<file path="config.mk">
export PLATFORM = sky130hd
export DESIGN_NAME = PsramCsr
export DESIGN_NICKNAME = d
export VERILOG_FILES = /design/src/design/PsramBusPkg.sv /design/src/design/PsramCsr.sv
export SDC_FILE = /design/constraint.sdc
export NUM_CORES = 1
export LEC_CHECK = 0
export ABC_AREA = 1
export BUFFER_PORTS_ARGS = -buffer_cell sky130_fd_sc_hd__buf_4
export CORE_ASPECT_RATIO = 0.75
export CORE_MARGIN = 10
export CORE_UTILIZATION = 47
export CTS_CLUSTER_DIAMETER = 30
export DETAILED_ROUTE_END_ITERATION = 8
export PLACE_DENSITY = 0.77
export SLEW_MARGIN = 0
export SYNTH_ARGS = -nofsm -noshare
export SYNTH_HDL_FRONTEND = slang
export SYNTH_SLANG_ARGS = --single-unit
</file>
<file path="constraint.sdc">
create_clock -name sysClk -period 1.9 [get_ports sysClk]
set_clock_uncertainty 0.1 [all_clocks]
set_input_delay 0 -clock sysClk [delete_from_list [all_inputs] [get_ports sysClk]]
set_output_delay 0 -clock sysClk [all_outputs]
set_load 0.005 [all_outputs]
</file>
<file path="src/design/PsramBusPkg.sv">
package PsramBusPkg;

	//------------------------------------------------------------------------
	// Bus widths
	//------------------------------------------------------------------------
	localparam int UfiDataBit          = 16;	// UFI data bus
	localparam int UsiDataBit          = 32;	// USI register data
	localparam int BusAdrsBitDefault   = 16;	// USI address width
	localparam int BlockAdrsMapDefault = 8;		// Block select field width

	typedef logic [UfiDataBit-1:0] UfiWord;
	typedef logic [UsiDataBit-1:0] UsiWord;

	//------------------------------------------------------------------------
	// Register map
	//------------------------------------------------------------------------
	// Offset field is the low nibble of the USI address
	localparam int RegOfsBit = 4;

	localparam logic [RegOfsBit-1:0] CtrlOfs = 4'h0;	// Control
	localparam logic [RegOfsBit-1:0] LatOfs  = 4'h4;	// Write latency
	localparam logic [RegOfsBit-1:0] StatOfs = 4'h8;	// Status, read only
	localparam int DropOfsBit = RegOfsBit;
	localparam logic [DropOfsBit-1:0] DropOfs = 4'hc;	// Drop counter, read only

	// Control word
	localparam int CtrlRamRstBit = 0;	// Holds memory side in reset

	// Status word
	localparam int StatInitBit = 0;
	localparam int StatBusyBit = 1;

	// Latency after reset
	localparam logic [3:0] LatDefault = 4'd4;

	// Saturating drop counter
	localparam int DropCntBit = 16;

endpackage

</file>
<file path="src/design/PsramCsr.sv">
`timescale 1ns/1ns
module PsramCsr #(
	parameter int							pBlockAdrsMap	= PsramBusPkg::BlockAdrsMapDefault,
	parameter logic [pBlockAdrsMap-1:0]		pAdrsMap		= 'h08,
	parameter int							pBusAdrsBit		= PsramBusPkg::BusAdrsBitDefault
)(
	output	PsramBusPkg::UsiWord			usiRd,
	output	logic							usiREd,
	input	PsramBusPkg::UsiWord			usiWd,
	input	logic [pBusAdrsBit-1:0]			usiAdrs,
	input	logic							usiWCke,
	input	logic							usiRCke,
	output	logic							ramRst,
	output	logic [3:0]						latency,
	input	logic							initDone,
	input	logic							busy,
	input	logic							dropPulse,
	input	logic							sysClk,
	input	logic							rstN
);
	import PsramBusPkg::*;

	localparam logic [3:0] LatMin = 4'd2;	// Sequencer needs two cycles

	logic						blockHit;
	logic [RegOfsBit-1:0]		regOfs;
	logic [DropCntBit-1:0]		dropCnt;
	UsiWord						rdMux;

	// Upper field selects this block
	assign blockHit = (usiAdrs[pBusAdrsBit-1 -: pBlockAdrsMap] == pAdrsMap);
	assign regOfs   = usiAdrs[RegOfsBit-1:0];

	//------------------------------------------------------------------------
	// Writable registers
	//------------------------------------------------------------------------
	always_ff @(posedge sysClk)
	begin
		if (!rstN)
		begin
			ramRst  <= 1'b0;
			latency <= LatDefault;
		end
		else if (usiWCke && blockHit)
		begin
			case (regOfs)
				CtrlOfs: ramRst <= usiWd[CtrlRamRstBit];
				LatOfs:  latency <= (usiWd[3:0] < LatMin) ? LatMin : usiWd[3:0];
				default: ;	// Status and counter ignore writes
			endcase
		end
	end

	// Drop counter sticks at all ones
	always_ff @(posedge sysClk)
	begin
		if (!rstN)
			dropCnt <= '0;
		else if (dropPulse && (dropCnt != '1))
			dropCnt <= dropCnt + 1'b1;
	end

	//------------------------------------------------------------------------
	// Read path
	//------------------------------------------------------------------------
	always_comb
	begin
		rdMux = '0;
		case (regOfs)
			CtrlOfs: rdMux[CtrlRamRstBit] = ramRst;
			LatOfs:  rdMux[3:0] = latency;
			StatOfs:
			begin
				rdMux[StatInitBit] = initDone;
				rdMux[StatBusyBit] = busy;
			end
			DropOfs: rdMux[DropCntBit-1:0] = dropCnt;
			default: rdMux = '0;
		endcase
	end

	always_ff @(posedge sysClk)
	begin
		if (!rstN)
			usiREd <= 1'b0;
		else
			usiREd <= usiRCke && blockHit;	// Foreign blocks get no strobe
	end

	always_ff @(posedge sysClk)
	begin
		if (usiRCke && blockHit)
			usiRd <= rdMux;
	end

	// Bus master never overlaps read and write strobes
	assert property (@(posedge sysClk) disable iff (!rstN) !(usiWCke && usiRCke))
		else $error("USI read and write strobes together");

endmodule

</file>
==> impl_metrics.prom <==
# TYPE chip_impl_metric gauge
chip_impl_metric{name="avgRoutedWirePerCell",unit="um"} 13.19
chip_impl_metric{name="synth_top_area_share",unit="%"} 22.98
chip_impl_metric{name="timing_max_transition_violations_final",unit=""} 0
chip_impl_info{name="dominantRegCellSynth",value="dfxtp_1"} 1
chip_impl_metric{name="cts_max_path_buffers",unit=""} 2
chip_impl_info{name="result_of_the_run",value="completed"} 1
chip_impl_metric{name="power.leakage",unit="uW"} 0.001178
chip_impl_metric{name="totalNegativeSetupSlack",unit="ns"} 0
chip_impl_metric{name="vias",unit=""} 1920
chip_impl_metric{name="synth_edf_count",unit=""} 16
chip_impl_metric{name="drt_wl_total",unit="um"} 5263
chip_impl_metric{name="placed_cell_area",unit="um^2"} 2407
chip_impl_metric{name="synth.ff_latch_count",unit=""} 38
chip_impl_metric{name="drt_pre_antenna_iters",unit=""} 4
chip_impl_metric{name="fp.dieH",unit="um"} 77.76
chip_impl_metric{name="tritoncts.num_buffers",unit=""} 5
chip_impl_metric{name="post_synthesis_average_cell_area",unit="um^2"} 7.521
chip_impl_metric{name="initial_core_utilization",unit="%"} 50.03
chip_impl_info{name="cts_root_buffer",value="clkbuf_8"} 1
chip_impl_metric{name="cts.htree.levels",unit=""} 2
chip_impl_info{name="min_path_type",value="in2reg"} 1
chip_impl_metric{name="core",unit="um^2"} 4179
chip_impl_metric{name="crit_path_max_incr_delay",unit="ns"} 0.57
chip_impl_metric{name="dieWidth",unit="um"} 97.02
chip_impl_metric{name="timing.critical_path.fanout_max",unit=""} 2
chip_impl_metric{name="numClockSinks",unit=""} 38
chip_impl_info{name="worst-setup-path-type",value="in2reg"} 1
chip_impl_metric{name="setup_violations_final",unit=""} 0
chip_impl_metric{name="areaGrowthSynthToFinish",unit="%"} 29.38
chip_impl_metric{name="worstPathRequired",unit="ns"} 2.00
chip_impl_info{name="setup.worst_path.end_class",value="register"} 1
chip_impl_metric{name="final.min_clock_period",unit="ns"} 1.666
chip_impl_metric{name="grt_start_max_net_pins",unit=""} 21
chip_impl_metric{name="number_of_filler_instances_in_the_final_layout",unit=""} 354
chip_impl_info{name="rsz0062_at_grt",value="no"} 1
chip_impl_metric{name="port-buffer-count",unit=""} 44
chip_impl_metric{name="via_count_of_the_first_global_routing_pass",unit=""} 1831
chip_impl_metric{name="combined_area_of_all_synthesized_cells",unit="um^2"} 2091
chip_impl_metric{name="ant_nets",unit=""} 0
chip_impl_metric{name="finish.net_count",unit=""} 398
chip_impl_info{name="final_common_cell",value="nor2_1"} 1
chip_impl_metric{name="grt_overflow_total",unit=""} 0
chip_impl_metric{name="dr.first_iter.drc_count",unit=""} 139
chip_impl_metric{name="period_share",unit="%"} 87.69
chip_impl_info{name="ys_top_cells_by_area",value="edfxtp_1, dfxtp_1, nor2_1"} 1
chip_impl_metric{name="synth_async_sr_flop_share",unit="%"} 0
chip_impl_metric{name="fp.dieArea",unit="um^2"} 7544
chip_impl_metric{name="grt_pass1_wl",unit="um"} 8763
chip_impl_metric{name="rows",unit=""} 20
chip_impl_metric{name="post-route-drc-count",unit=""} 0
chip_impl_metric{name="place_congestion",unit=""} 0.8556
chip_impl_info{name="layout.cells.most_common_list",value="nor2_1, nand2_1, buf_4"} 1
chip_impl_metric{name="report.final.hold_viol_count",unit=""} 0
chip_impl_metric{name="arrival_time_reported_for_the_critical_path_endpoint",unit="ns"} 1.76
chip_impl_metric{name="antenna_found_initial",unit=""} 1
chip_impl_info{name="synth_largest_area_cell",value="edfxtp_1"} 1
chip_impl_metric{name="post_cts_setup_buffers",unit=""} 0
chip_impl_metric{name="vdd_drop_max",unit="mV"} 0.3590
chip_impl_metric{name="critical_path_buf_inv_count",unit=""} 3
chip_impl_metric{name="io_pins",unit=""} 93
chip_impl_metric{name="detail_routed_via_count_per_cell",unit=""} 4.812
chip_impl_metric{name="synth_warnings",unit=""} 0
chip_impl_metric{name="fin_area",unit="um^2"} 2705
chip_impl_metric{name="synth-seq-area-share",unit="%"} 44.05
chip_impl_info{name="setup.worst_path.start_class",value="input pin"} 1
chip_impl_metric{name="power_density",unit="nW/um^2"} 665.8
chip_impl_metric{name="path_clk_slew",unit="ns"} 0.08
chip_impl_info{name="worst_path_most_repeated_cell",value="nand2_1"} 1
chip_impl_metric{name="clock_latency",unit="ns"} 0.30
chip_impl_info{name="crit_family",value="buffers and inverters"} 1
chip_impl_metric{name="max_freq",unit="MHz"} 600.2
chip_impl_metric{name="synth.lib_cells_used.distinct",unit=""} 26
chip_impl_info{name="tritoncts",value="yes"} 1
chip_impl_metric{name="final_layout_size_suffix_gt1_share",unit="%"} 21.57
chip_impl_metric{name="syn-instance-count",unit=""} 278
chip_impl_metric{name="globalRouteTotalUtil",unit="%"} 13.83
chip_impl_info{name="timing.critical_path.cells",value="dlygate4sd3_1 > buf_4 > nor2_1 > nand2_1 > nand2_1 > nand4_1 > nand2_1 > dlygate4sd3_1 > nor2_1"} 1
chip_impl_metric{name="placed_wire_length_estimate",unit="um"} 3687
chip_impl_metric{name="drv_cap",unit=""} 0
chip_impl_info{name="critical_path.slowest_cell",value="dlygate4sd3_1"} 1
tightest hold or removal path: cells and delay by family:
| kind | cells | cell delay, ns |
|---|---|---|
| and+or+nand+nor | 4 | 0.22 |
| buffers and inverters | 2 | 0.15 |
sequential cells by signal (all words and copies together) (netlist names):
| name | count |
|---|---|
| dropCnt | 16 |
| latency | 4 |
| ramRst | 1 |
| usiREd | 1 |
| usiRd | 16 |
per-stage QoR:
step | util [%] | hold WS (ns) | setup WS, ns | power (uW) | instances
finish | 64.73 | 0.007973 | 0.2339 | 1801 | 399
global placement | 57.60 | 0.1398 | 0.3278 | 966.9 | 375
global route | 64.73 | 0.05227 | 0.1156 | 1860 | 399
detailed placement | 57.60 | 0.1486 | 0.2926 | 969.8 | 375
CTS | 64.73 | 0.01110 | 0.05577 | 1808 | 399
floorplan | - | 0.03492 | 0.2183 | 945.5 | 293
final timing paths:
| kind | from | end | slack [ns] | cells after the start |
|---|---|---|---|---|
| setup / recovery | usiWd[3] | latency[0]$_SDFFE_PN0P_ | 0.23 | 9 |
| hold / removal | usiAdrs[12] | usiREd$_SDFF_PN0_ | 0.008 | 6 |
| setup reg to reg | dropCnt[0]$_SDFFE_PN0P_ | dropCnt[9]$_SDFFE_PN0P_ | 0.26 | 9 |
| hold reg to reg | latency[2]$_SDFFE_PN1P_ | latency[2]$_SDFFE_PN1P_ | 0.43 | 2 |
cells in the mapped netlist (3+ instances only):
master / number
dfxtp_1: 22
nand3_2: 6
buf_6: 4
edfxtp_1: 16
nor2_1: 61
a21oi_1: 11
nand2_1: 58
nor2_4: 4
buf_4: 16
nand2_2: 3
inv_1: 41
nand3_1: 13
nand4_1: 8
per-layer routing:
metal | part of all wire, % | track usage, %
met1 | 45 | 16.94
met2 | 45 | 21.80
met5 | 0 | 0
met4 | 1.5 | 6.029
met3 | 8.1 | 4.513
report_power, final:
part | total, uW | internal [uW] | switching [uW] | leakage (uW)
logic | 124 | 60.8 | 63.1 | 0.000771
registers | 854 | 847 | 6.51 | 0.000339
clock network | 823 | 526 | 297 | 0.0000683
kinds of logic (layout without fill, tap and decap cells):
logic type,after synthesis,after routing,synth area share [%]
other,1,17,0.1794
flip-flops,38,38,44.05
AO/OA/AOI/OAI,16,16,4.369
adder cells (fa/ha/maj),1,1,0.5983
AND/OR/NAND/NOR,160,160,35.37
buffers and inverters,62,112,15.44
timing repair:
item,CTS,global route
setup endpoints to repair,0,1
hold endpoints to repair,22,0
resized for setup,0,2
hold buffers,16,0
cell type report:
cell class | instances | area (um^2) | area share (%)
clock buffer | 5 | 68.82 | 2.544
timing repair buffer | 63 | 510.5 | 18.87
multi-input combinational | 193 | 910.9 | 33.67
sequential | 38 | 920.9 | 34.04
inverter | 41 | 153.9 | 5.689
antenna | 1 | 2.502 | 0.09251
clock inverter | 3 | 68.82 | 2.544
tap | 55 | 68.82 | 2.544
Power figures use the tool's default switching activity.
