### src/design/PsramBusPkg.sv
package PsramBusPkg;

	//------------------------------------------------------------------------
	// Bus widths
	//------------------------------------------------------------------------
	localparam int UfiDataBit          = 16;	// UFI data bus
	localparam int UsiDataBit          = 32;	// USI register data
	localparam int BusAdrsBitDefault   = 16;	// USI address width
	localparam int BlockAdrsMapDefault = 8;		// Block select field width

	typedef logic [UfiDataBit-1:0] UfiWord;
	typedef logic [UsiDataBit-1:0] UsiWord;

	//------------------------------------------------------------------------
	// Register map
	//------------------------------------------------------------------------
	// Offset field is the low nibble of the USI address
	localparam int RegOfsBit = 4;

	localparam logic [RegOfsBit-1:0] CtrlOfs = 4'h0;	// Control
	localparam logic [RegOfsBit-1:0] LatOfs  = 4'h4;	// Write latency
	localparam logic [RegOfsBit-1:0] StatOfs = 4'h8;	// Status, read only
	localparam int DropOfsBit = RegOfsBit;
	localparam logic [DropOfsBit-1:0] DropOfs = 4'hc;	// Drop counter, read only

	// Control word
	localparam int CtrlRamRstBit = 0;	// Holds memory side in reset

	// Status word
	localparam int StatInitBit = 0;
	localparam int StatBusyBit = 1;

	// Latency after reset
	localparam logic [3:0] LatDefault = 4'd4;

	// Saturating drop counter
	localparam int DropCntBit = 16;

endpackage

### src/design/PsramDevPkg.sv
package PsramDevPkg;

	//------------------------------------------------------------------------
	// Burst geometry
	//------------------------------------------------------------------------
	localparam int BurstLen    = 8;					// Words per burst, fixed
	localparam int BurstIdxBit = $clog2(BurstLen);	// Word index inside a burst
	localparam int CmdWords    = 3;					// Code, adrs high, adrs low
	localparam int LatMax      = 15;				// Largest write latency

	//------------------------------------------------------------------------
	// Device command codes
	//------------------------------------------------------------------------
	localparam logic [15:0] CmdReset = 16'h00ff;
	localparam logic [15:0] CmdWrite = 16'h0020;
	localparam logic [15:0] CmdRead  = 16'h00a0;

	//------------------------------------------------------------------------
	// Sequencer states
	//------------------------------------------------------------------------
	typedef enum logic [2:0]
	{
		Init,		// Power-up wait or held by soft reset
		RstCmd,		// Single reset command word
		Idle,
		Cmd,		// Address words of a command
		Lat,		// Write latency count
		WrData,		// Eight write words
		RdData		// Waiting on device strobes
	} SeqState;

endpackage

### src/design/PsramWriteBuffer.sv
`timescale 1ns/1ns
module PsramWriteBuffer (
	input	PsramBusPkg::UfiWord					ufiWd,
	input	logic [31:0]							ufiAdrs,
	input	logic									ufiWEd,
	input	logic									busy,
	output	logic									bufFull,
	output	logic [31:0]							bufBase,
	output	PsramBusPkg::UfiWord					bufWord,
	input	logic [PsramDevPkg::BurstIdxBit-1:0]	bufRdIdx,
	input	logic									bufRelease,
	output	logic									dropPulse,
	input	logic									sysClk,
	input	logic									rstN
);
	import PsramBusPkg::*;
	import PsramDevPkg::*;

	UfiWord						mem [BurstLen];
	logic [BurstIdxBit-1:0]		cnt;		// Push count of a kept or dropped burst
	logic						filling;
	logic						discarding;	// Rest of a dropped burst
	logic						burstStart;
	logic						startOk;
	logic						accept;

	assign burstStart = ufiWEd && !filling && !discarding;
	assign startOk    = !busy && !bufFull;
	assign accept     = ufiWEd && (filling || (burstStart && startOk));
	assign bufWord    = mem[bufRdIdx];	// Sequencer reads by index

	always_ff @(posedge sysClk)
	begin
		if (!rstN)
		begin
			cnt        <= '0;
			filling    <= 1'b0;
			discarding <= 1'b0;
			bufFull    <= 1'b0;
			dropPulse  <= 1'b0;
		end
		else
		begin
			dropPulse <= burstStart && !startOk;
			if (bufRelease)
				bufFull <= 1'b0;
			if (ufiWEd)
			begin
				if (filling || discarding)
				begin
					cnt <= cnt + 1'b1;
					if (cnt == BurstIdxBit'(BurstLen - 1))
					begin
						filling    <= 1'b0;
						discarding <= 1'b0;
						bufFull    <= filling;	// Only a kept burst fills
					end
				end
				else
				begin
					cnt        <= BurstIdxBit'(1);
					filling    <= startOk;
					discarding <= !startOk;
				end
			end
		end
	end

	// Word store and base latch
	always_ff @(posedge sysClk)
	begin
		if (accept)
			mem[cnt] <= ufiWd;	// Count is zero at a burst start
		if (burstStart && startOk)
			bufBase <= {ufiAdrs[31:BurstIdxBit], {BurstIdxBit{1'b0}}};
	end

	assert property (@(posedge sysClk) disable iff (!rstN) !(bufFull && accept))
		else $error("Push accepted into a full buffer");

endmodule

### config.mk
export PLATFORM = sky130hd
export DESIGN_NAME = PsramWriteBuffer
export DESIGN_NICKNAME = d
export VERILOG_FILES = /design/src/design/PsramBusPkg.sv /design/src/design/PsramDevPkg.sv /design/src/design/PsramWriteBuffer.sv
export SDC_FILE = /design/constraint.sdc
export NUM_CORES = 1
export LEC_CHECK = 0
export CAP_MARGIN = 20
export CORE_ASPECT_RATIO = 0.5
export CORE_MARGIN = 8
export CORE_UTILIZATION = 39
export CTS_BUF_LIST = sky130_fd_sc_hd__clkbuf_4
export DETAILED_ROUTE_END_ITERATION = 10
export DONT_BUFFER_PORTS = 1
export RECOVER_POWER = 100
export SYNTH_ARGS = -nofsm -noshare
export SYNTH_HDL_FRONTEND = slang
export SYNTH_SLANG_ARGS = --single-unit
### constraint.sdc
create_clock -name sysClk -period 3.4 [get_ports sysClk]
set_input_delay 0.51 -clock sysClk [delete_from_list [all_inputs] [get_ports sysClk]]
set_output_delay 0.51 -clock sysClk [all_outputs]
set_load 0.03 [all_outputs]
==> results of run 1 <==
worst max-delay path, delay by kind of cell (launching register included):
kind,cells,cell delay [ns]
AO/OA/AOI/OAI,1,0.24
buffers and inverters,1,1.01
flip-flops,1,0.46
AND/OR/NAND/NOR,2,0.46
final timing paths:
check / start / to / slack, ns
worst max register to register: bufFull$_SDFF_PN0_ / mem[6][1]$_DFFE_PP_ / 0.83
worst min register to register: discarding$_SDFFE_PN0P_ / discarding$_SDFFE_PN0P_ / 0.54
worst min-delay path: ufiAdrs[21] / bufBase[21]$_DFFE_PP_ / 0.08
worst max-delay path: bufFull$_SDFF_PN0_ / mem[6][1]$_DFFE_PP_ / 0.83
metrics by stage:
step	cells	hold slack (ns)	util
5_1_grt	501	0.0156	0.432
2_1_floorplan	269	0.471	-
4_1_cts	500	0.0273	0.434
3_3_place_gp	468	0.483	0.415
6_report	501	0.0820	0.432
3_5_place_dp	468	0.517	0.415
layout make-up:
class,count,share of cell area
well taps,204,0.0383
inverters,1,0.000563
multi-input cells,91,0.186
flip-flops and latches,164,0.728
clock buffers,18,0.0203
repair buffers,9,0.00507
clock inverters,14,0.0216
metal layers:
| layer | GRT usage | wire length, um | vias up | share of wire |
|---|---|---|---|---|
| li1 | - | - | 1160 | - |
| met1 | 0.128 | 4790 | 1338 | 0.43 |
| met2 | 0.185 | 5590 | 66 | 0.50 |
| met3 | 0.0471 | 769 | 4 | 0.069 |
| met4 | 0.0374 | 61 | 0 | 0.0054 |
| met5 | 0 | 0 | - | 0 |
registers in the layout (all words and copies together) (netlist names):
| signal | cells |
|---|---|
| cnt | 3 |
| bufFull | 1 |
| filling | 1 |
| mem | 128 |
| discarding | 1 |
| dropPulse | 1 |
| bufBase | 29 |
power groups by stage:
stage	registers [mW]	clock network (mW)	logic, mW
after global routing	2.31	1.21	0.148
after global placement	2.35	0	0.145
after floorplan	2.35	0	0.147
after CTS	2.31	1.12	0.148
after detailed placement	2.35	0	0.148
final	2.31	1.09	0.138
Yosys cell counts (2+ instances only):
| cell type | number | area share |
|---|---|---|
| edfxtp_1 | 157 | 0.76 |
| mux4_1 | 28 | 0.12 |
| mux2_2 | 16 | 0.029 |
| nor2_1 | 10 | 0.0061 |
| dfxtp_1 | 7 | 0.023 |
| a21oi_1 | 4 | 0.0032 |
| buf_6 | 4 | 0.0073 |
| mux4_2 | 4 | 0.015 |
| nand2b_1 | 4 | 0.0040 |
| nand3_1 | 4 | 0.0032 |
| buf_1 | 3 | 0.0018 |
| buf_4 | 3 | 0.0036 |
| nand2_1 | 3 | 0.0018 |
| nor3_1 | 3 | 0.0024 |
| clkbuf_1 | 2 | 0.0012 |
| ha_1 | 2 | 0.0040 |
| nand3b_1 | 2 | 0.0024 |
| o21ai_0 | 2 | 0.0016 |
cell families after synthesis:
kind of cell               after synthesis
muxes                                   48
other                                    1
buffers and inverters                   14
DFF                                    164
and+or+nand+nor                         29
AOI/OAI and AO/OA                        9
adders and majority gates                2
==> impl_metrics.toml, run 1 <==
[power_and_ir_drop]
switching_share = 0.234
fin_total_pwr_mw = 3.54
switching_power_mw = 0.830
seqPwrFrac = 0.652
power_per_cell_area_nw_per_um2 = 531
combPwrFrac = 0.039
p_clk_frac = 0.309
leakage_nw = 2.12
vdd_drop_max_mv = 0.243
internal-power_mw = 2.71

[clocking]
clkSlewWorstSetupHoldPaths_ns = 0.14
cts_setup_buffers = 0
cts_hold_buf = 0
clock-root-buffer = "clkbuf_4"
cts_sinks = 164
cts_made_buffers = 17
cts_buffer_depth = 2
insertion_delay_ns = 0.50
htreeDepth = 4
cts_resized = 0
cts_tree = "built"

[global_route]
grt_antenna_before_repair = 0
grtUsageTotal = 0.111
grt_max_degree = 33
grt_pass1_wl_mm = 16.6
grt_pass1_vias = 2841
grt-ovfl-total = 0

[floorplan]
num_io_pins = 106
rows = 32
start_util = 0.400
die_w_um = 194
die-area_um2 = 20400
die_height_um = 105
core_um2 = 15500

[worst_setup_path]
crit_type = "flop to flop"
r2r_cells = 4
end_kind = "flop"
max_stage_delay_ns = 1.01
slowest_stage = "clkbuf_1"
cp_cell_sequence = "nor3_1 > o21ai_0 > nor2_1 > clkbuf_1"
worst-endpoint-required_ns = 3.51
crit_path_start_kind = "flop"
crit_fanout = 16
worstPathArrival_ns = 2.68

[yosys]
synthAdderAreaFrac = 0.00405
synth_xor_xnor_area_share = 0
synthMuxAreaShare = 0.163
synth_seq_area_share = 0.786
ys_ff_latch = 164
synthFlopType = "edfxtp_1"
netlist_instances = 267
synthSimpleGateAreaFrac = 0.0231
yosys_warnings = 0
syn_area_um2 = 6180
synth_compound_area_frac = 0.00850
async_flop_share = 0
syn_avg_cell_area_um2 = 23.1
synth_cell_type_count = 27
synth_edf_count = 157
synth_top_family_by_area = "multiplexers"

[timing]
tns_ns = 0
rsz0062_at_grt = "false"
period_needed_ns = 2.57
fin_crit_sh = 0.755
slew_violations = 0
hold_viol = 0
setup_ws_ns = 0.834
fin_skew_ns = 0.0170
maxSlewHeadroom = 0.0991
fmax_mhz = 390
tightest_slew_ns = 1.35
setup_viol = 0

[routing]
drtIter0Drc = 131
viasPerCell = 5.13
firstDrtPassIters = 4
wl_per_cell_um = 22.4
antenna_left = 0
routed_wl_mm = 11.2
post-route-drc-count = 0
num_vias = 2568

[finish]
seqCellArea_um2 = 4850
fillerInstances = 1350
final_common_cell = "edfxtp_1"
stdcell_area_um2 = 6670
most-common-layout-cells = "edfxtp_1 (157), mux4_1 (28), clkbuf_4 (18)"
final_layout_size_suffix_gt1_frac = 0.125
fin_nets = 342
multi_input_area_um2 = 1240
area_growth_pct = 7.92
insertedDiodeCount = 0

[job]
cap_violations = 0

[placed_design]
place.gp.congestion = 0.668
place_area_um2 = 6420
pre_cts_ws_ns = 1.38
place_hpwl_mm = 6.94
port_buffers = 0

[worst_hold_path]
hp-class = "input port to flop"
min_path_cells = 0

[status]
outcome = "finished, final reports clean"
Note: power is estimated with default switching activity, not from simulation.
==> inputs of run 2 (changes only) <==
- clock period: 3.4 -> 2.25 ns (I/O delays scaled with it)
==> impl_metrics.toml, run 2 (synthesis gave the netlist of run 1 again) <==
[status]
outcome = "finished, final reports clean"

[clocking]
clkSlewWorstSetupHoldPaths_ns = 0.13
htreeDepth = 4
cts_buffer_depth = 2
cts_resized = 0
cts_setup_buffers = 0
cts_made_buffers = 17
cts_sinks = 164
clock-root-buffer = "clkbuf_4"
cts_hold_buf = 49
cts_tree = "built"
insertion_delay_ns = 0.53

[timing]
fin_skew_ns = 0.0154
rsz0062_at_grt = "false"
period_needed_ns = 2.13
tightest_slew_ns = 0.678
fmax_mhz = 469
tns_ns = 0
fin_crit_sh = 0.948
setup_viol = 0
slew_violations = 0
hold_viol = 0
maxSlewHeadroom = 0.548

[global_route]
grt_pass1_wl_mm = 17.9
grt_antenna_before_repair = 1
grtUsageTotal = 0.117
grt_max_degree = 33
grt_pass1_vias = 3036
grt-ovfl-total = 0

[finish]
reg.largest.list = "mem: 128 flops, bufBase: 29 flops, cnt: 3 flops"
final_layout_size_suffix_gt1_frac = 0.179
regMostFlops = "mem"
final_common_cell = "edfxtp_1"
most-common-layout-cells = "edfxtp_1 (157), dlygate4sd3_1 (49), mux4_1 (28)"
fin_nets = 391
final_core_util = 0.466
largest_reg_flops = 128
fillerInstances = 1262
area_growth_pct = 16.5

[worst_setup_path]
crit_fanout = 1
crit_path_start_kind = "flop"
path_delay_family = "multiplexers"
worstPathArrival_ns = 1.80
slowest_stage = "mux4_1"
max_stage_delay_ns = 0.51
crit_type = "flop to output port"
crit_buf_inv = 0
worst-endpoint-required_ns = 1.91
cp_cell_sequence = "mux4_1 > mux2_2"
end_kind = "output port"

[routing]
viasPerCell = 4.99
antenna_left = 0
num_vias = 2747
routed_wl_mm = 11.6
post-route-drc-count = 0
firstDrtPassIters = 4
drtIter0Drc = 115
wl_per_cell_um = 21.0

[floorplan]
rows = 32
die-area_um2 = 20400
die_height_um = 105
num_io_pins = 106
core_um2 = 15500
start_util = 0.400
die_w_um = 194

[power_and_ir_drop]
vdd_drop_max_mv = 0.371
fin_total_pwr_mw = 5.53
leakage_nw = 2.36
power_per_cell_area_nw_per_um2 = 768

[placed_design]
place.gp.congestion = 0.659
port_buffers = 0

[worst_hold_path]
hp-class = "input port to flop"

[job]
cap_violations = 0
run 2: cell count changes in the layout (fill, tap and decap cells not counted):
cell,previous run,this run
buf_2,0,2
bufinv_16,1,2
clkbuf_1,9,0
clkbuf_2,0,7
clkbuf_4,18,17
clkinv_1,1,2
clkinv_8,0,1
diode_2,0,1
dlygate4sd3_1,0,49
inv_8,3,1
mux2_1,16,0
mux2_2,0,16
nor3_1,2,1
nor3_2,1,2
run 2: worst paths after layout:
path | from | depth (start not counted) | slack [ns] | end
setup / recovery | mem[6][2]$_DFFE_PP_ | 2 | 0.12 | bufWord[2]
hold / removal | busy | 3 | 0.13 | filling$_SDFFE_PN0P_
setup reg to reg | bufFull$_SDFF_PN0_ | 4 | 0.20 | mem[4][10]$_DFFE_PP_
hold reg to reg | discarding$_SDFFE_PN0P_ | 2 | 0.51 | discarding$_SDFFE_PN0P_
run 2: worst min-delay path: stages:
cell and delay, ns:
nor2_1 0.04, a32oi_1 0.19, nor2_1 0.06
run 2: cell type report:
| class | count | area (um^2) | area share |
|---|---|---|---|
| antenna | 1 | 2.50 | 0.000348 |
| clock buffer | 17 | 128 | 0.0177 |
| clock inverter | 15 | 171 | 0.0238 |
| inverter | 1 | 3.75 | 0.000521 |
| multi-input combinational | 91 | 1250 | 0.173 |
| sequential | 164 | 4850 | 0.674 |
| tap | 204 | 255 | 0.0355 |
| timing repair buffer | 58 | 536 | 0.0744 |
run 2: metrics by stage:
step | cell area [um^2] | setup WS (ns) | hold slack (ns) | instances
3_5_place_dp | 6430 | 0.399 | 0.436 | 469
6_report | 7200 | 0.117 | 0.131 | 551
2_1_floorplan | 6200 | 0.295 | 0.436 | 269
3_3_place_gp | 6430 | 0.493 | 0.436 | 469
5_1_grt | 7200 | 0.00199 | 0.112 | 551
4_1_cts | 7220 | 0.0359 | 0.0680 | 550
run 2: metal layers:
layer	up-vias	share of wire	track usage
met1	1391	0.44	0.138
met5	-	0	0
met2	79	0.49	0.195
li1	1265	-	-
met4	0	0.010	0.0455
met3	12	0.061	0.0435
run 2: report_power, final:
part / internal, mW / switching (mW) / total (mW)
clock: 0.687 / 1.04 / 1.73
sequential: 3.41 / 0.0747 / 3.48
combinational: 0.148 / 0.168 / 0.316
total: 4.25 / 1.28 / 5.53
