## src/design/PsramBusPkg.sv

```systemverilog
package PsramBusPkg;

	//------------------------------------------------------------------------
	// Bus widths
	//------------------------------------------------------------------------
	localparam int UfiDataBit          = 16;	// UFI data bus
	localparam int UsiDataBit          = 32;	// USI register data
	localparam int BusAdrsBitDefault   = 16;	// USI address width
	localparam int BlockAdrsMapDefault = 8;		// Block select field width

	typedef logic [UfiDataBit-1:0] UfiWord;
	typedef logic [UsiDataBit-1:0] UsiWord;

	//------------------------------------------------------------------------
	// Register map
	//------------------------------------------------------------------------
	// Offset field is the low nibble of the USI address
	localparam int RegOfsBit = 4;

	localparam logic [RegOfsBit-1:0] CtrlOfs = 4'h0;	// Control
	localparam logic [RegOfsBit-1:0] LatOfs  = 4'h4;	// Write latency
	localparam logic [RegOfsBit-1:0] StatOfs = 4'h8;	// Status, read only
	localparam int DropOfsBit = RegOfsBit;
	localparam logic [DropOfsBit-1:0] DropOfs = 4'hc;	// Drop counter, read only

	// Control word
	localparam int CtrlRamRstBit = 0;	// Holds memory side in reset

	// Status word
	localparam int StatInitBit = 0;
	localparam int StatBusyBit = 1;

	// Latency after reset
	localparam logic [3:0] LatDefault = 4'd4;

	// Saturating drop counter
	localparam int DropCntBit = 16;

endpackage

```

## src/design/PsramDevPkg.sv

```systemverilog
package PsramDevPkg;

	//------------------------------------------------------------------------
	// Burst geometry
	//------------------------------------------------------------------------
	localparam int BurstLen    = 8;					// Words per burst, fixed
	localparam int BurstIdxBit = $clog2(BurstLen);	// Word index inside a burst
	localparam int CmdWords    = 3;					// Code, adrs high, adrs low
	localparam int LatMax      = 15;				// Largest write latency

	//------------------------------------------------------------------------
	// Device command codes
	//------------------------------------------------------------------------
	localparam logic [15:0] CmdReset = 16'h00ff;
	localparam logic [15:0] CmdWrite = 16'h0020;
	localparam logic [15:0] CmdRead  = 16'h00a0;

	//------------------------------------------------------------------------
	// Sequencer states
	//------------------------------------------------------------------------
	typedef enum logic [2:0]
	{
		Init,		// Power-up wait or held by soft reset
		RstCmd,		// Single reset command word
		Idle,
		Cmd,		// Address words of a command
		Lat,		// Write latency count
		WrData,		// Eight write words
		RdData		// Waiting on device strobes
	} SeqState;

endpackage

```

## src/design/PsramSequencer.sv

```systemverilog
`timescale 1ns/1ns
module PsramSequencer #(
	parameter int								pInitWait	= 150
)(
	input	logic								ramRst,
	input	logic [3:0]							latency,
	output	logic								initDone,
	output	logic								busy,
	input	logic								bufFull,
	input	logic [31:0]						bufBase,
	input	PsramBusPkg::UfiWord				bufWord,
	output	logic [PsramDevPkg::BurstIdxBit-1:0]	bufRdIdx,
	output	logic								bufRelease,
	input	logic								ufiRdReq,
	input	logic [31:0]						ufiRdAdrs,
	output	PsramBusPkg::UfiWord				ufiRd,
	output	logic [31:0]						ufiAdrsOut,
	output	logic								ufiREd,
	output	PsramBusPkg::UfiWord				txWord,
	output	logic								txEn,
	output	logic								dqsEn,
	output	logic								csEn,
	input	PsramBusPkg::UfiWord				rxWord,
	input	logic								rxValid,
	output	logic								rdDrop,
	input	logic								sysClk,
	input	logic								rstN
);
	import PsramDevPkg::*;

	localparam int			WaitBit     = $clog2(pInitWait + 1);
	localparam int			CsMaxCycles = CmdWords + LatMax + BurstLen;
	localparam logic [3:0]	CmdLast     = 4'(CmdWords - 1);
	localparam logic [3:0]	BurstLast   = 4'(BurstLen - 1);

	SeqState				state;
	SeqState				nextState;
	logic [3:0]				phase;		// Word or cycle within a state
	logic [WaitBit-1:0]		waitCnt;
	logic [31:0]			cmdAdrs;	// Burst base of current command
	logic					isWrite;
	logic					csEnQ;		// Mirror of the pin register
	logic					wrStart;
	logic					rdStart;

	assign wrStart  = (state == Idle) && bufFull && !ramRst;	// Writes win over reads
	assign rdStart  = (state == Idle) && !bufFull && !ramRst && !busy && ufiRdReq;
	assign rdDrop   = ufiRdReq && !rdStart;
	assign bufRdIdx = phase[BurstIdxBit-1:0];
	// Held from cs low until cs high or the last read word
	assign busy     = csEnQ || ufiREd;

	//------------------------------------------------------------------------
	// Next state and word select
	//------------------------------------------------------------------------
	always_comb
	begin
		nextState  = state;
		txWord     = '0;
		txEn       = 1'b0;
		dqsEn      = 1'b0;
		csEn       = 1'b0;
		bufRelease = 1'b0;
		case (state)
			Init:
				if (waitCnt == WaitBit'(pInitWait - 1))
					nextState = RstCmd;
			RstCmd:
			begin
				csEn      = 1'b1;
				txEn      = 1'b1;
				txWord    = CmdReset;
				nextState = Idle;
			end
			Idle:
				if (wrStart || rdStart)
				begin
					csEn      = 1'b1;	// Code word goes out at once
					txEn      = 1'b1;
					txWord    = wrStart ? CmdWrite : CmdRead;
					nextState = Cmd;
				end
			Cmd:
			begin
				csEn   = 1'b1;
				txEn   = 1'b1;
				txWord = (phase == 4'd1) ? cmdAdrs[31:16] : cmdAdrs[15:0];
				if (phase == CmdLast)
					nextState = isWrite ? Lat : RdData;	// Device times reads
			end
			Lat:
			begin
				csEn = 1'b1;
				if (phase == latency - 4'd1)
					nextState = WrData;
			end
			WrData:
			begin
				csEn   = 1'b1;
				txEn   = 1'b1;
				dqsEn  = 1'b1;
				txWord = bufWord;
				if (phase == BurstLast)
				begin
					bufRelease = 1'b1;
					nextState  = Idle;
				end
			end
			RdData:
				if (rxValid && (phase == BurstLast))
					nextState = Idle;	// Last capture lifts cs
				else
					csEn = 1'b1;
			default: nextState = Init;
		endcase
		if (ramRst)
			nextState = Init;
	end

	//------------------------------------------------------------------------
	// Control registers
	//------------------------------------------------------------------------
	always_ff @(posedge sysClk)
	begin
		if (!rstN)
		begin
			state    <= Init;
			phase    <= '0;
			waitCnt  <= '0;
			isWrite  <= 1'b0;
			initDone <= 1'b0;
			ufiREd   <= 1'b0;
			csEnQ    <= 1'b0;
		end
		else
		begin
			state <= nextState;
			if (nextState != state)
				phase <= (state == Idle) ? 4'd1 : 4'd0;
			else if ((state != RdData) || rxValid)
				phase <= phase + 4'd1;
			if ((state != Init) || ramRst)
				waitCnt <= '0;
			else
				waitCnt <= waitCnt + 1'b1;
			if (wrStart)
				isWrite <= 1'b1;
			else if (rdStart)
				isWrite <= 1'b0;
			initDone <= !((state == Init) || (state == RstCmd));	// One cycle after cs
			ufiREd   <= (state == RdData) && rxValid;
			csEnQ    <= csEn;
		end
	end

	// Command address and read return words
	always_ff @(posedge sysClk)
	begin
		if (wrStart)
			cmdAdrs <= bufBase;
		else if (rdStart)
			cmdAdrs <= {ufiRdAdrs[31:BurstIdxBit], {BurstIdxBit{1'b0}}};
		if ((state == RdData) && rxValid)
		begin
			ufiRd      <= rxWord;
			ufiAdrsOut <= cmdAdrs + 32'(phase);	// base..base+7
		end
	end

	// Chip select bounded by command, max latency and burst
	assert property (@(posedge sysClk) disable iff (!rstN)
		$rose(csEn) |-> ##[1:CsMaxCycles] !csEn)
		else $error("Chip select held too long");

endmodule

```

## config.mk

```make
export PLATFORM = sky130hd
export DESIGN_NAME = PsramSequencer
export DESIGN_NICKNAME = d
export VERILOG_FILES = /design/src/design/PsramBusPkg.sv /design/src/design/PsramDevPkg.sv /design/src/design/PsramSequencer.sv
export SDC_FILE = /design/constraint.sdc
export NUM_CORES = 1
export LEC_CHECK = 0
export ABC_AREA = 1
export BUFFER_PORTS_ARGS = -buffer_cell sky130_fd_sc_hd__clkbuf_2
export CORE_MARGIN = 5
export CORE_UTILIZATION = 35
export DETAILED_ROUTE_END_ITERATION = 12
export RECOVER_POWER = 100
export SETUP_SLACK_MARGIN = 0.5
export SYNTH_ARGS = -nofsm -noshare
export SYNTH_HDL_FRONTEND = slang
export SYNTH_SLANG_ARGS = --single-unit
export TNS_END_PERCENT = 100
```

## constraint.sdc

```tcl
create_clock -name sysClk -period 9.1 [get_ports sysClk]
set_input_delay 1.82 -clock sysClk [delete_from_list [all_inputs] [get_ports sysClk]]
set_output_delay 1.82 -clock sysClk [all_outputs]
set_load 0.05 [all_outputs]
```

==> run summary, run 1 <==
status: finished, violations left
failing checks: capacitance limit, slew limit
setup TNS: 0 ns
Ports: 181
worst rel slew slack: -70.78%
Worst-Skew Late Latency: 0.34 ns
share of the synthesized area in the top cell type: 46.62%
mean cell area of the mapped netlist: 8.853 µm²
Hold WS: 0.4755 ns
IR Drop Worst-Case VDD: 0.09808 mV
final WL: 13780 µm
FP Rows: 44
Req. time, crit path: 7.28 ns
Slew Limit Fails: 49
Initial Utilization: 35.59%
Final Hold Vio Count: 0
drt pass-1 iters: 4
grt ovf: 0
Post-route DRC: 0
uppermost routed layer: met4
post-route ant nets: 0
Synth Area in Adders: 2.817%
reg2reg setup slack: 5.25 ns
crit path max fanout: 34
final non-filler cell total: 944
Commonest cells post-synth: nand2_1, edfxtp_1, nor2_1
pin count of the biggest net entering global routing: 49
CTS Buffer Depth: 2
most common cell in the netlist: nand2_1
largest cells by area after synthesis: edfxtp_1, nand2_1, dfxtp_1
worst hold path class: flip-flop to flip-flop
synthesis-stage register bit count: 99
async set-reset flop share out of synthesis: 0%
max-cap check violation count: 1
minimum clock period: 7.077 ns
unrepaired setup endpoints after global routing: false
cell taking the most area after synthesis: edfxtp_1
Leak: 0.002666 µW
Cell Pwr Density: 146.5 nW/µm²
largest family of logic cells by synthesized area: simple AND/OR/NAND/NOR gates
CTS Buf Count: 9
endpoint class of the critical path: primary output
Die Wd: 131.3 µm
CTS tree: built
met2 wire len: 6105 µm
DRT iter0 DRCs: 189
Cells after DPL: 929
Syn Nets: 699
synth warn: 0
Synth Area in XOR/XNOR: 5.949%
Top FF cell, synth: edfxtp_1
Mapped Area: 5152 µm²
die height: 131.3 µm
Simple-Gate Fraction of Synth Area: 25.47%
number of vias per cell: 4.617
post-CTS setup buffers: 0
total core area: 14480 µm²
number of flops mapped to enable cells by yosys: 80
Reg clk slew, reported paths: 0.06 ns
initial antenna violation count: 0
# setup viols final: 0
Total Die Area: 17250 µm²
Critical Path Source Type: input pin
Clock Sinks: 99
Placer Congestion: 0.8581
maximum clock frequency: 141.3 MHz
Synth Instances: 582
multiplexer share of the synthesized area: 0%
Resize count post-CTS: 0
sequential area share after synthesis: 54.01%
vias in the first global route: 4317
Crit Path Category: input pin to primary output
Area Overhead vs Synth: 23.09%
CTS Hold Bufs: 0
Root Buffer: clkbuf_16
Layout Utilization: 43.80%
WL per Instance: 14.59 µm
post-DP HPWL: 10870 µm
Antenna Cells: 0
layout net count: 873
Compound-Gate Fraction of Synth Area: 5.925%
Clock Skew: 0.005617 ns
Metal-1 WL: 6481 µm
period utilization: 77.76%
Yosys cell types: 35
# fillers: 1536
detailed-route via count: 4358
first-pass GRT wire length: 21540 µm
htree depth: 3
fraction of layout cells with a size suffix above 1: 16.05%
Tightest Pin Transition: 2.562 ns
worst path arrival time: 5.26 ns
Total GRT Usage: 15.60%
Port Buf Inserts: 177
Routed met3 length: 919 µm
-- flip-flops by register name, summed over array words and instances (netlist names) --
register    flops
waitCnt         8
state           3
isWrite         1
ufiRd          16
ufiAdrsOut     32
cmdAdrs        32
csEnQ           1
phase           4
initDone        1
ufiREd          1
-- worst paths after layout --
check,from,endpoint,depth (start not counted)
setup reg to reg,state[2]$_SDFF_PN0_,phase[3]$_SDFFE_PN0P_,9
setup / recovery,ramRst,txEn,7
hold reg to reg,waitCnt[0]$_SDFF_PP0_,waitCnt[0]$_SDFF_PP0_,1
hold / removal,waitCnt[0]$_SDFF_PP0_,waitCnt[0]$_SDFF_PP0_,1
-- worst max-delay path: stages --
cell and delay, ns:
clkbuf_1 0.09, clkinv_1 0.13, nand3_1 0.87, nand2_1 1.44, inv_1 0.24, o211ai_1 0.17, clkbuf_1 0.49
-- layer usage --
metal | vias up | global-route usage (%)
li1 | 2256 | -
met1 | 1941 | 20.18
met2 | 146 | 25.14
met3 | 15 | 3.976
met4 | 0 | 6.057
met5 | - | 0
-- cell type report --
class / instances / area, µm² / share of cell area (%)
clock buffer: 9 / 225.2 / 3.551
clock inverter: 6 / 65.06 / 1.026
inverter: 58 / 217.7 / 3.433
multi-input combinational: 410 / 2027 / 31.96
sequential: 99 / 2783 / 43.87
tap: 184 / 230.2 / 3.630
timing repair buffer: 178 / 794.5 / 12.53
-- logic make-up after synthesis --
logic type	after synthesis
flops	99
xor+xnor	35
compound gates	57
fa+ha+maj	11
buf+inv	73
simple gates	307
-- metrics by stage --
stage	setup slack [ns]	power (µW)	instance area, µm²
6_report	2.023	929.4	6342
2_1_floorplan	3.974	536.6	5152
4_1_cts	3.082	943.8	6491
5_1_grt	1.539	967.3	6342
3_3_place_gp	3.092	565.3	6201
3_5_place_dp	3.080	566.2	6201
-- where the power goes --
group	internal [µW]	switching, µW	total (µW)
combinational	28.5	34.8	63.3
sequential	488	3.20	491
clock	212	163	375
total	728	201	929
-- layout by cell type, fill, tap and decap left out, types with 2 or more instances in the layout --
master / n
o211ai_1: 3
a31oi_1: 2
edfxtp_1: 80
dfxtp_1: 19
nor3b_1: 2
a21oi_1: 7
nand3_1: 27
nand2_1: 181
nand4_1: 7
nor2_1: 67
clkbuf_1: 77
inv_1: 56
nor4_1: 4
clkbuf_2: 101
ha_1: 10
clkbuf_16: 9
nor3_1: 14
o21ai_0: 44
xnor2_1: 12
nor2_4: 2
xor2_1: 23
No activity file was read; power rests on OpenSTA's default activity.
==> run 2, diff against run 1 <==
clock period = 6.1 ns   (was 9.1 ns; I/O delays follow)
==> run 2 against run 1 <==
  * Critical path depth is 1 higher
  * Cell count rose by 0.11%
  * First-iteration DRC count up 63%
  * Critical path type unchanged
  * Wire length is 0.41% higher
  * Sequential power up 49%
  * Combinational power grew 48%
  * Largest cell class unchanged
  * Die area unchanged
  * The flow still finishes with violations (capacitance limit, slew limit)
  * Sequential cell count stayed put
==> run summary, run 2 (synthesis gave the netlist of run 1 again) <==
Slew Limit Fails: 49 (unchanged)
Tightest Pin Transition: 2.497 ns (-0.06500 ns)
IR Drop Worst-Case VDD: 0.1227 mV (+25%)
initial antenna violation count: 0 (unchanged)
Root Buffer: clkbuf_16
vias in the first global route: 4234 (-1.9%)
Total Die Area: 17250 µm² (unchanged)
WL per Instance: 14.64 µm (+0.30%)
Resize count post-CTS: 0 (unchanged)
final non-filler cell total: 945 (+0.11%)
Critical Path Source Type: input pin
commonest non-fill, non-tap cell in the layout: nand2_1
total core area: 14480 µm² (unchanged)
die height: 131.3 µm (unchanged)
unrepaired setup endpoints after global routing: false
P_sw: 289.6 µW (+44%)
Cells after DPL: 930 (+0.11%)
Final Hold Vio Count: 0 (unchanged)
post-CTS setup buffers: 0 (unchanged)
reg2reg setup slack: 2.84 ns (-2.41 ns)
Clock Skew: 0.006831 ns (+0.001213 ns)
Leak: 0.002667 µW (about the same)
layout net count: 874 (+0.11%)
Top Registers: cmdAdrs: 32 flops, ufiAdrsOut: 32 flops, ufiRd: 16 flops
failing checks: capacitance limit, slew limit
grt ovf: 0 (unchanged)
Cell Pwr Density: 216.6 nW/µm² (+48%)
final WL: 13830 µm (+0.41%)
drt pass-1 iters: 4 (unchanged)
DRT iter0 DRCs: 309 (+63%)
r2r endpoint: ufiAdrsOut[16]$_DFFE_PP_
CTS Buffer Depth: 2 (unchanged)
Gate power share: 6.8% (about the same)
Seq pwr share: 53.4% (+0.5 points)
Total GRT Usage: 15.84% (+0.24 points)
Placer Congestion: 0.8994 (+4.8%)
Register-to-Register Path Depth: 5 (-4)
endpoint class of the critical path: primary output
Worst Setup EP: txEn
FP Rows: 44 (unchanged)
sw frac: 21.10% (-0.52 points)
CTS Hold Bufs: 0 (unchanged)
Req. time, crit path: 4.88 ns (-2.40 ns)
fin area: 6337 µm² (about the same)
detailed-route via count: 4340 (-0.41%)
worst rel slew slack: -66.45% (+4.3 points)
post-route ant nets: 0 (unchanged)
Area Overhead vs Synth: 23.00% (about the same)
# setup viols final: 0 (unchanged)
Hold WS: 0.4733 ns (-0.002213 ns)
worst hold path class: flip-flop to flip-flop
htree depth: 3 (unchanged)
WHS Path Cells: 1 (unchanged)
r2r startpoint: state[2]$_SDFF_PN0_
status: finished, violations left
Initial Utilization: 35.59% (unchanged)
max-cap check violation count: 1 (unchanged)
Reg clk slew, reported paths: 0.06 ns (about the same)
period utilization: 83.00%
Internal Power: 1083 µW (+49%)
setup TNS: 0 ns (unchanged)
Die Wd: 131.3 µm (unchanged)
Clock Sinks: 99 (unchanged)
Post-route DRC: 0 (unchanged)
number of vias per cell: 4.593 (-0.52%)
pin count of the biggest net entering global routing: 49 (unchanged)
Placed Area: 6208 µm² (+0.12%)
most frequent cells in the layout: nand2_1, clkbuf_2, edfxtp_1, clkbuf_1, nor2_1
Antenna Cells: 0 (unchanged)
Clk pwr share: 39.7% (-0.6 points)
fraction of layout cells with a size suffix above 1: 15.77% (-0.28 points)
CTS tree: built
minimum clock period: 5.063 ns
Port Buf Inserts: 177 (unchanged)
first-pass GRT wire length: 21810 µm (+1.2%)
worst path arrival time: 3.84 ns (-1.42 ns)
post-DP HPWL: 10880 µm (about the same)
Ports: 181 (unchanged)
Critical path origin: ramRst
Crit Path Category: input pin to primary output
maximum clock frequency: 197.5 MHz
Worst-Skew Late Latency: 0.35 ns (about the same)
crit path max fanout: 34 (unchanged)
CTS Buf Count: 9 (unchanged)
[run 2: cell types whose count changed in the layout (fill, tap and decap cells not counted), sizes merged]
cell	delta
buf	+1
clkinv	+2
clkinvlp	-1
inv	-1
[run 2: power by group through the flow]
| stage | clock (µW) | sequential [µW] | combinational [µW] |
|---|---|---|---|
| floorplan | 0 | 746 | 54.3 |
| global placement | 0 | 748 | 95.5 |
| detailed placement | 0 | 748 | 96.3 |
| CTS | 568 | 733 | 96.9 |
| global route | 590 | 733 | 107 |
| finish | 545 | 733 | 94.0 |
[run 2: worst min-delay path by stage]
stage / to / slack, ns / start
2_1_floorplan: waitCnt[0]$_SDFF_PP0_ / 0.43 / waitCnt[0]$_SDFF_PP0_
3_3_place_gp: waitCnt[0]$_SDFF_PP0_ / 0.45 / waitCnt[0]$_SDFF_PP0_
4_1_cts: waitCnt[0]$_SDFF_PP0_ / 0.48 / waitCnt[0]$_SDFF_PP0_
3_5_place_dp: waitCnt[0]$_SDFF_PP0_ / 0.47 / waitCnt[0]$_SDFF_PP0_
6_report: waitCnt[0]$_SDFF_PP0_ / 0.47 / waitCnt[0]$_SDFF_PP0_
5_1_grt: waitCnt[0]$_SDFF_PP0_ / 0.50 / waitCnt[0]$_SDFF_PP0_
[run 2: area by class of cell]
class                      count  area (µm²)
fill                        1532        8142
sequential                    99        2783
multi-input combinational    410        2022
timing repair buffer         179       802.0
tap                          184       230.2
clock buffer                   9       225.2
inverter                      58       217.7
clock inverter                 6       57.56
[run 2: critical path, cell delays in order]
cell and delay [ns]:
clkbuf_1 0.08, clkinv_1 0.13, nand3_1 0.91, nand2_2 0.31, buf_4 0.41, inv_1 0.16
o211ai_1 0.12, clkbuf_1 0.49
[run 2: metal layers]
metal / up-vias / global-route usage (%) / share of wire, %
met5: - / 0 / 0
met2: 160 / 24.55 / 44
li1: 2265 / - / -
met4: 0 / 7.314 / 2.9
met1: 1891 / 20.73 / 46
met3: 24 / 4.243 / 6.9
[run 2: metrics by stage]
step | utilization [%] | power [µW] | setup slack (ns)
floorplan | - | 800.5 | 2.174
global placement | 42.88 | 843.5 | 1.594
detailed placement | 42.88 | 844.5 | 1.571
CTS | 44.83 | 1398 | 1.574
global route | 43.77 | 1430 | 0.7334
finish | 43.77 | 1372 | 1.037
